==> src/inst_decoder_settings.svh <==
`ifndef INST_DECODER_SETTINGS_SVH
`define INST_DECODER_SETTINGS_SVH

// Instruction word as fetched from memory
`define INST_WIDTH 16

// Eight general registers
`define REG_ADDR_WIDTH 3

// Widest offset field, BL uses all 13 low bits
`define OFFSET_WIDTH 13

// Byte literal of the MOVL family
`define LITERAL_WIDTH 8

// Opcode enum encoding
// 37 codes including op_illegal
`define OPCODE_WIDTH 6

`endif

==> src/isa_pkg.sv <==
`include "inst_decoder_settings.svh"

package isa_pkg;

    // Raw instruction word
    typedef logic [`INST_WIDTH-1:0] inst_word_t;

    // Register index for src and dst
    typedef logic [`REG_ADDR_WIDTH-1:0] reg_addr_t;

    // Offset fields, zero-extended up to the BL width
    typedef logic [`OFFSET_WIDTH-1:0] offset_t;

    // Literal byte carried by MOVL, MOVLZ, MOVLS, MOVH
    typedef logic [`LITERAL_WIDTH-1:0] byte_lit_t;

    // One code per decoded instruction
    // Zero is reserved for anything that matches no pattern
    typedef enum logic [`OPCODE_WIDTH-1:0] {
        op_illegal = '0,
        // Branches
        op_bl,
        op_beq,
        op_bne,
        op_bc,
        op_bnc,
        op_bn,
        op_bge,
        op_blt,
        op_bra,
        // Two-operand register operations
        op_add,
        op_addc,
        op_sub,
        op_subc,
        op_dadd,
        op_cmp,
        op_xor,
        op_and,
        op_or,
        op_bit,
        op_bic,
        op_bis,
        // Register moves
        op_mov,
        op_swap,
        // Single-operand operations
        op_sra,
        op_rrc,
        op_comp,
        op_swpb,
        op_sxt,
        // Memory accesses, register indirect
        op_ld,
        op_st,
        // Literal moves
        op_movl,
        op_movlz,
        op_movls,
        op_movh,
        // Memory accesses, relative to a register
        op_ldr,
        op_str
    } opcode_t;

endpackage

==> src/decode_pkg.sv <==
package decode_pkg;

    // Operand fields of a decoded instruction
    // Fields the instruction does not define stay zero
    typedef struct packed {
        // Branch or relative memory offset
        isa_pkg::offset_t   off;
        // Register or constant source select
        logic               rc;
        // Word or byte operation
        logic               wb;
        isa_pkg::reg_addr_t src;
        isa_pkg::reg_addr_t dst;
        // Pre or post address update for LD/ST
        logic               prpo;
        logic               dec;
        logic               inc;
        // Literal byte for the MOVL family
        isa_pkg::byte_lit_t lit;
    } decoded_fields_t;

    // Output of one group decoder
    typedef struct packed {
        // Set only when the word belongs to this group
        logic               hit;
        isa_pkg::opcode_t   op;
        decoded_fields_t    fields;
    } group_result_t;

    // Registered decoder output
    typedef struct packed {
        isa_pkg::opcode_t   op;
        decoded_fields_t    fields;
    } decoded_inst_t;

endpackage

==> src/branch_decoder.sv <==
`timescale 1ns/1ns
`include "inst_decoder_settings.svh"

module branch_decoder (
    input  isa_pkg::inst_word_t       inst,
    output decode_pkg::group_result_t result
);

    // BL covers 0x0000 to 0x1FFF
    localparam isa_pkg::inst_word_t mask_bl    = 16'hE000;
    localparam isa_pkg::inst_word_t pattern_bl = 16'h0000;

    // Eight branches at 0x2000..0x3C00, mask 0xFC00, step 0x0400
    // Together they fill the whole 0x2000 to 0x3FFF block
    localparam isa_pkg::inst_word_t mask_cond_block    = 16'hE000;
    localparam isa_pkg::inst_word_t pattern_cond_block = 16'h2000;

    // Short offset of the conditional branches and BRA
    localparam int cond_off_width = 10;

    always_comb begin
        result = '0;
        if ((inst & mask_bl) == pattern_bl) begin
            result.hit        = 1'b1;
            result.op         = isa_pkg::op_bl;
            // Full 13-bit offset
            result.fields.off = inst[`OFFSET_WIDTH-1:0];
        end else if ((inst & mask_cond_block) == pattern_cond_block) begin
            result.hit        = 1'b1;
            result.fields.off = isa_pkg::offset_t'(inst[cond_off_width-1:0]);
            // Bits 12:10 pick the condition
            case (inst[12:10])
                3'd0:    result.op = isa_pkg::op_beq;
                3'd1:    result.op = isa_pkg::op_bne;
                3'd2:    result.op = isa_pkg::op_bc;
                3'd3:    result.op = isa_pkg::op_bnc;
                3'd4:    result.op = isa_pkg::op_bn;
                3'd5:    result.op = isa_pkg::op_bge;
                3'd6:    result.op = isa_pkg::op_blt;
                // 3'd7, unconditional
                default: result.op = isa_pkg::op_bra;
            endcase
        end
    end

endmodule

==> src/register_op_decoder.sv <==
`timescale 1ns/1ns
`include "inst_decoder_settings.svh"

module register_op_decoder (
    input  isa_pkg::inst_word_t       inst,
    output decode_pkg::group_result_t result
);

    // Two-operand ops at 0x4000..0x4B00, mask 0xFF00
    localparam isa_pkg::inst_word_t mask_two_op_block    = 16'hF000;
    localparam isa_pkg::inst_word_t pattern_two_op_block = 16'h4000;
    // Last two-operand code in bits 11:8 (BIS)
    localparam logic [3:0]          last_two_op          = 4'hB;

    // MOV and SWAP share 0x4C00, bit 7 tells them apart
    localparam isa_pkg::inst_word_t mask_mov     = 16'hFF80;
    localparam isa_pkg::inst_word_t pattern_mov  = 16'h4C00;
    localparam isa_pkg::inst_word_t pattern_swap = 16'h4C80;

    // Single-operand ops, mask 0xFFB8 at 0x4D00 + 8*k
    // Bit 6 is WB and not part of the match
    localparam isa_pkg::inst_word_t mask_single_block    = 16'hFF80;
    localparam isa_pkg::inst_word_t pattern_single_block = 16'h4D00;
    // k runs from SRA (0) to SXT (4)
    localparam logic [2:0]          last_single          = 3'd4;

    // Literal moves at 0x6000..0x7800, mask 0xF800
    localparam isa_pkg::inst_word_t mask_lit_block    = 16'hE000;
    localparam isa_pkg::inst_word_t pattern_lit_block = 16'h6000;

    // Operand bit positions
    localparam int rc_bit  = 7;
    localparam int wb_bit  = 6;
    localparam int dst_lsb = 0;
    localparam int src_lsb = `REG_ADDR_WIDTH;
    localparam int lit_lsb = `REG_ADDR_WIDTH;

    isa_pkg::reg_addr_t src_field;
    isa_pkg::reg_addr_t dst_field;
    isa_pkg::byte_lit_t lit_field;

    // Raw slices, used only by the groups that define them
    assign src_field = inst[src_lsb +: `REG_ADDR_WIDTH];
    assign dst_field = inst[dst_lsb +: `REG_ADDR_WIDTH];
    assign lit_field = inst[lit_lsb +: `LITERAL_WIDTH];

    always_comb begin
        result = '0;
        if ((inst & mask_two_op_block) == pattern_two_op_block
                && inst[11:8] <= last_two_op) begin
            result.hit        = 1'b1;
            result.fields.rc  = inst[rc_bit];
            result.fields.wb  = inst[wb_bit];
            result.fields.src = src_field;
            result.fields.dst = dst_field;
            case (inst[11:8])
                4'h0:    result.op = isa_pkg::op_add;
                4'h1:    result.op = isa_pkg::op_addc;
                4'h2:    result.op = isa_pkg::op_sub;
                4'h3:    result.op = isa_pkg::op_subc;
                4'h4:    result.op = isa_pkg::op_dadd;
                4'h5:    result.op = isa_pkg::op_cmp;
                4'h6:    result.op = isa_pkg::op_xor;
                4'h7:    result.op = isa_pkg::op_and;
                4'h8:    result.op = isa_pkg::op_or;
                // BIT sits at 0x4900
                4'h9:    result.op = isa_pkg::op_bit;
                4'hA:    result.op = isa_pkg::op_bic;
                // 4'hB, the range check keeps out anything higher
                default: result.op = isa_pkg::op_bis;
            endcase
        end else if ((inst & mask_mov) == pattern_mov) begin
            result.hit        = 1'b1;
            result.op         = isa_pkg::op_mov;
            result.fields.wb  = inst[wb_bit];
            result.fields.src = src_field;
            result.fields.dst = dst_field;
        end else if ((inst & mask_mov) == pattern_swap) begin
            // SWAP is always a word exchange
            result.hit        = 1'b1;
            result.op         = isa_pkg::op_swap;
            result.fields.src = src_field;
            result.fields.dst = dst_field;
        end else if ((inst & mask_single_block) == pattern_single_block
                && inst[5:3] <= last_single) begin
            result.hit        = 1'b1;
            result.fields.dst = dst_field;
            case (inst[5:3])
                // SRA at 0x4D00
                3'd0: begin
                    result.op        = isa_pkg::op_sra;
                    result.fields.wb = inst[wb_bit];
                end
                3'd1: begin
                    result.op        = isa_pkg::op_rrc;
                    result.fields.wb = inst[wb_bit];
                end
                3'd2: begin
                    result.op        = isa_pkg::op_comp;
                    result.fields.wb = inst[wb_bit];
                end
                // Byte swap and sign extend have no size bit
                3'd3:    result.op = isa_pkg::op_swpb;
                default: result.op = isa_pkg::op_sxt;
            endcase
        end else if ((inst & mask_lit_block) == pattern_lit_block) begin
            result.hit        = 1'b1;
            result.fields.lit = lit_field;
            result.fields.dst = dst_field;
            case (inst[12:11])
                2'd0:    result.op = isa_pkg::op_movl;
                2'd1:    result.op = isa_pkg::op_movlz;
                2'd2:    result.op = isa_pkg::op_movls;
                default: result.op = isa_pkg::op_movh;
            endcase
        end
    end

endmodule

==> src/load_store_decoder.sv <==
`timescale 1ns/1ns
`include "inst_decoder_settings.svh"

module load_store_decoder (
    input  isa_pkg::inst_word_t       inst,
    output decode_pkg::group_result_t result
);

    // Register-indirect LD and ST
    localparam isa_pkg::inst_word_t mask_ld_st = 16'hFC00;
    localparam isa_pkg::inst_word_t pattern_ld = 16'h5800;
    localparam isa_pkg::inst_word_t pattern_st = 16'h5C00;

    // Register-relative LDR and STR, top two bits only
    localparam isa_pkg::inst_word_t mask_rel    = 16'hC000;
    localparam isa_pkg::inst_word_t pattern_ldr = 16'h8000;
    localparam isa_pkg::inst_word_t pattern_str = 16'hC000;

    logic hit_ld;
    logic hit_st;
    logic hit_ldr;
    logic hit_str;

    assign hit_ld  = (inst & mask_ld_st) == pattern_ld;
    assign hit_st  = (inst & mask_ld_st) == pattern_st;
    assign hit_ldr = (inst & mask_rel) == pattern_ldr;
    assign hit_str = (inst & mask_rel) == pattern_str;

    always_comb begin
        result = '0;
        if (hit_ld || hit_st) begin
            result.hit         = 1'b1;
            result.op          = hit_ld ? isa_pkg::op_ld : isa_pkg::op_st;
            // Address register update controls
            result.fields.prpo = inst[9];
            result.fields.dec  = inst[8];
            result.fields.inc  = inst[7];
        end else if (hit_ldr || hit_str) begin
            result.hit        = 1'b1;
            result.op         = hit_ldr ? isa_pkg::op_ldr : isa_pkg::op_str;
            // 7-bit offset, zero-extended
            result.fields.off = isa_pkg::offset_t'(inst[13:7]);
        end

        // All four carry size, source and destination in the same place
        if (result.hit) begin
            result.fields.wb  = inst[6];
            result.fields.src = inst[2*`REG_ADDR_WIDTH-1:`REG_ADDR_WIDTH];
            result.fields.dst = inst[`REG_ADDR_WIDTH-1:0];
        end
    end

endmodule

==> src/inst_decoder.sv <==
`timescale 1ns/1ns

module inst_decoder (
    input  logic                      clk,
    input  logic                      reset,
    input  isa_pkg::inst_word_t       inst,
    input  logic                      inst_valid,
    output decode_pkg::decoded_inst_t dec,
    output logic                      dec_valid
);

    decode_pkg::group_result_t branch_result;
    decode_pkg::group_result_t register_op_result;
    decode_pkg::group_result_t load_store_result;

    // Merged result ahead of the output register
    decode_pkg::decoded_inst_t dec_next;

    // Branch group covers 0x0000 to 0x3FFF
    branch_decoder branch_decoder_inst (
        .inst   (inst),
        .result (branch_result)
    );

    // ALU ops, register moves and literal moves
    register_op_decoder register_op_decoder_inst (
        .inst   (inst),
        .result (register_op_result)
    );

    // LD, ST, LDR, STR
    load_store_decoder load_store_decoder_inst (
        .inst   (inst),
        .result (load_store_result)
    );

    // First hit wins in the order branch, register op, load/store
    // No hit gives op_illegal with all fields zero
    always_comb begin
        dec_next.op     = isa_pkg::op_illegal;
        dec_next.fields = '0;
        if (branch_result.hit) begin
            dec_next.op     = branch_result.op;
            dec_next.fields = branch_result.fields;
        end else if (register_op_result.hit) begin
            dec_next.op     = register_op_result.op;
            dec_next.fields = register_op_result.fields;
        end else if (load_store_result.hit) begin
            dec_next.op     = load_store_result.op;
            dec_next.fields = load_store_result.fields;
        end
    end

    // One-cycle valid pulse per accepted word
    always_ff @(posedge clk) begin
        if (reset) begin
            dec_valid <= 1'b0;
        end else begin
            dec_valid <= inst_valid;
        end
    end

    // Output payload holds between valid words
    always_ff @(posedge clk) begin
        if (inst_valid) begin
            dec <= dec_next;
        end
    end

endmodule

==> config.mk <==
export PLATFORM = sky130hd
export DESIGN_NAME = inst_decoder
export DESIGN_NICKNAME = d
export VERILOG_FILES = /design/src/isa_pkg.sv /design/src/decode_pkg.sv /design/src/branch_decoder.sv /design/src/register_op_decoder.sv /design/src/load_store_decoder.sv /design/src/inst_decoder.sv
export VERILOG_INCLUDE_DIRS = /design/src
export SDC_FILE = /design/constraint.sdc
export NUM_CORES = 1
export LEC_CHECK = 0
export BUFFER_PORTS_ARGS = -buffer_cell sky130_fd_sc_hd__buf_2
export CAP_MARGIN = 15
export CORE_MARGIN = 1.5
export CORE_UTILIZATION = 50
export CTS_CLUSTER_SIZE = 24
export DETAILED_ROUTE_END_ITERATION = 8
export MAX_ROUTING_LAYER = met4
export PLACE_DENSITY = 0.77
export SLEW_MARGIN = 20
export SYNTH_ARGS = -nofsm -noshare
export SYNTH_HDL_FRONTEND = slang
export SYNTH_SLANG_ARGS = --single-unit
==> constraint.sdc <==
create_clock -name clk -period 5.8 [get_ports clk]
set_clock_uncertainty 0.05 [all_clocks]
set_input_delay 0.58 -clock clk [delete_from_list [all_inputs] [get_ports clk]]
set_output_delay 0.58 -clock clk [all_outputs]
set_load 0.01 [all_outputs]
==> metrics.md <==
| Metric | Value |
|---|---|
| Synth cell count leaders | edfxtp_1 (38), and2_1 (13), clkbuf_1 (11), ha_1 (11) |
| Register area share after synthesis | 57.2% |
| Cells after DPL | 257 |
| Crit path depth | 7 |
| Grt ovf | 0 |
| Synthesis-to-layout area growth | 20.0% |
| # IOs | 58 |
| Final setup vio count | 0 |
| Count of state elements after synthesis | 39 |
| Most numerous cell in the Yosys netlist | edfxtp_1 |
| Fin cells | 265 |
| Worst min-delay path class | input port to register |
| Total iterations of the first detailed-routing run | 4 |
| CTS tree | yes |
| IO Port Bufs | 57 |
| Count of cell types in the netlist | 41 |
| Slowest stage delay, CP | 0.82 ns |
| CTS buffer count | 5 |
| CTS Sinks | 39 |
| Post-Syn Nets | 194 |
| Multiplexer share of the synthesized area | 0.494% |
| Simple-Gate Fraction of Synth Area | 18.7% |
| Transition time of the tightest slew-check pin | 0.965 ns |
| Fin Setup TNS | 0 ns |
| Post-Route WL | 4.68 mm |
| Post-CTS resize count | 0 |
| Number of global-route vias before repair | 1474 |
| WP data arrival | 2.52 ns |
| CTS Buffer Depth | 2 |
| Slew Limit Fails | 0 |
| Final worst slack | 3.28 ns |
| Complex-gate fraction of the synthesized area | 13.8% |
| Syn_area_per_cell | 12.4 sq um |
| Share of cells above drive strength 1 | 31.3% |
| Core ar. | 3770 sq um |
| Total leakage power | 0.995 nW |
| Gate Count Post-Synth | 164 |
| GPL Wtd Cong | 0.881 |
| Pre-CTS setup slack | 3.06 ns |
| Fin crit share | 43.5% |
| Inserted Diodes | 0 |
| Max-slew headroom | 35.3% |
| Crit path launch type | input port |
| MaxCap Viol Count | 0 |
| WP data required | 5.80 ns |
| CP Max Fanout | 13 |
| H-tree levels | 2 |
| Setup Fix Bufs, Post-CTS | 0 |
| Num rows | 22 |
| Largest net degree at the start of global routing | 40 |
| Post-DR vias/cell | 5.82 |
| Multi-input gate area | 806 sq um |
| CP endpoint kind | register |
| WP buf/inv | 2 |
| WHS Path Cells | 2 |
| Post-synthesis xor/xnor area fraction | 0% |
| Dpl hpwl | 3.25 mm |
| Synthesized-area fraction occupied by adder cells | 6.79% |
| Slowest cell on the critical path | a211oi_1 |
| Routed len/inst | 17.7 microns |
| Remaining antenna violation count | 0 |
| Yosys top cell area share | 56.3% |
| Final nets | 246 |
| Initial antenna violation count | 0 |
| Unrepaired setup endpoints after global routing | no |
| Main combinational cell family by area after synthesis | simple AND/OR/NAND/NOR gates |
| Post-synth ARST share | 0% |
| Post-Syn Area | 2030 sq um |
| Crit Path Class | input port to register |
| Status | complete, no violations |
| Die ar. | 4450 sq um |
| # hold bufs at CTS | 0 |
| Fmax | 396 MHz |
| Crit-path cells | buf_2, inv_1, ha_1, nand2_1, a211oi_2, a211oi_1, and3b_1 |
| GR Util All Layers | 23.2% |
| Die span in x | 66.7 microns |
| Peak VDD IR | 0.000112 V |
| Initial DRC count | 112 |
| Clock Pin Slew Worst Setup and Hold Paths | 0.08 ns |
| DR vias | 1541 |
| Root buf cell | clkbuf_8 |
| Filler instances | 312 |
| Drc violations | 0 |
| EDFF count, synth | 38 |
| Die Height | 66.7 microns |
| Family with the most delay on the worst path | compound AO/OA/AOI/OAI gates |
| Final hold violation count | 0 |
| Synth top area cells | edfxtp_1 (56%), ha_1 (6.8%), and2_1 (4.0%) |
| Register area | 1160 sq um |
| Initial Util | 53.8% |
| Ys flop type | edfxtp_1 |
| Crit path time final | 2.52 ns |
| First-pass GRT wire length | 7.33 mm |
| Cell accounting for the most synthesized area | edfxtp_1 |
| Ys Warns | 0 |
| Pwr per Cell Area | 268 nW/um^2 |
-- worst paths after layout --
| kind | start | end | slack, ns |
|---|---|---|---|
| min | reset | dec_valid$_SDFF_PP0_ | 0.38 |
| max | inst[12] | dec[17]$_SDFFCE_PN0P_ | 3.28 |
-- metal layers --
metal / wire [microns] / global-route usage [%] / vias up
met5: 0 / - / -
met4: 65 / 6.89 / 0
met3: 271 / 4.05 / 6
met2: 2350 / 37.9 / 57
met1: 2000 / 29.8 / 758
li1: - / - / 720
-- report_power, final --
| group | leakage, nW | switching, mW | internal (mW) | total [mW] |
|---|---|---|---|---|
| logic | 0.566 | 0.0563 | 0.0355 | 0.0918 |
| clock network | 0.0556 | 0.0961 | 0.126 | 0.222 |
| registers | 0.374 | 0.00526 | 0.333 | 0.338 |
| total | 0.995 | 0.158 | 0.495 | 0.652 |
-- cells in the final DEF, fill, tap and decap left out, types with 4 or more instances in the layout --
| cell type | count |
|---|---|
| ha_1 | 11 |
| inv_1 | 4 |
| nand2_1 | 7 |
| buf_2 | 57 |
| nor3b_1 | 5 |
| nor2_1 | 6 |
| and2_1 | 13 |
| nand2b_1 | 4 |
| nor3_1 | 5 |
| edfxtp_1 | 38 |
| a211oi_1 | 4 |
| nor2b_1 | 5 |
| a22o_1 | 7 |
| clkbuf_8 | 5 |
| a21oi_1 | 4 |
-- registers in the layout, summed over array words and instances (netlist names) --
name       count
dec           38
dec_valid      1
-- layout make-up --
cell class	instances	share of cell area [%]
inverters	4	0.617
clock inverters	3	1.59
well taps	48	2.47
clock buffers	5	2.83
repair buffers	57	11.7
multi-input cells	109	33.1
flip-flops and latches	39	47.7
-- logic make-up after synthesis --
logic type      count (synthesis)
simple gates                   62
flops                          39
mux                             1
compound gates                 35
buf+inv                        16
fa+ha+maj                      11
-- per-stage QoR --
stage	hold slack (ns)	cell area, sq um	util (%)	total power [mW]
floorplan	0.602	2030	-	0.393
global placement	0.687	2330	61.7	0.435
detailed placement	0.691	2330	61.7	0.437
CTS	0.383	2430	64.6	0.652
global route	0.395	2430	64.6	0.674
finish	0.385	2430	64.6	0.652
No activity file was read; power rests on OpenSTA's default activity.
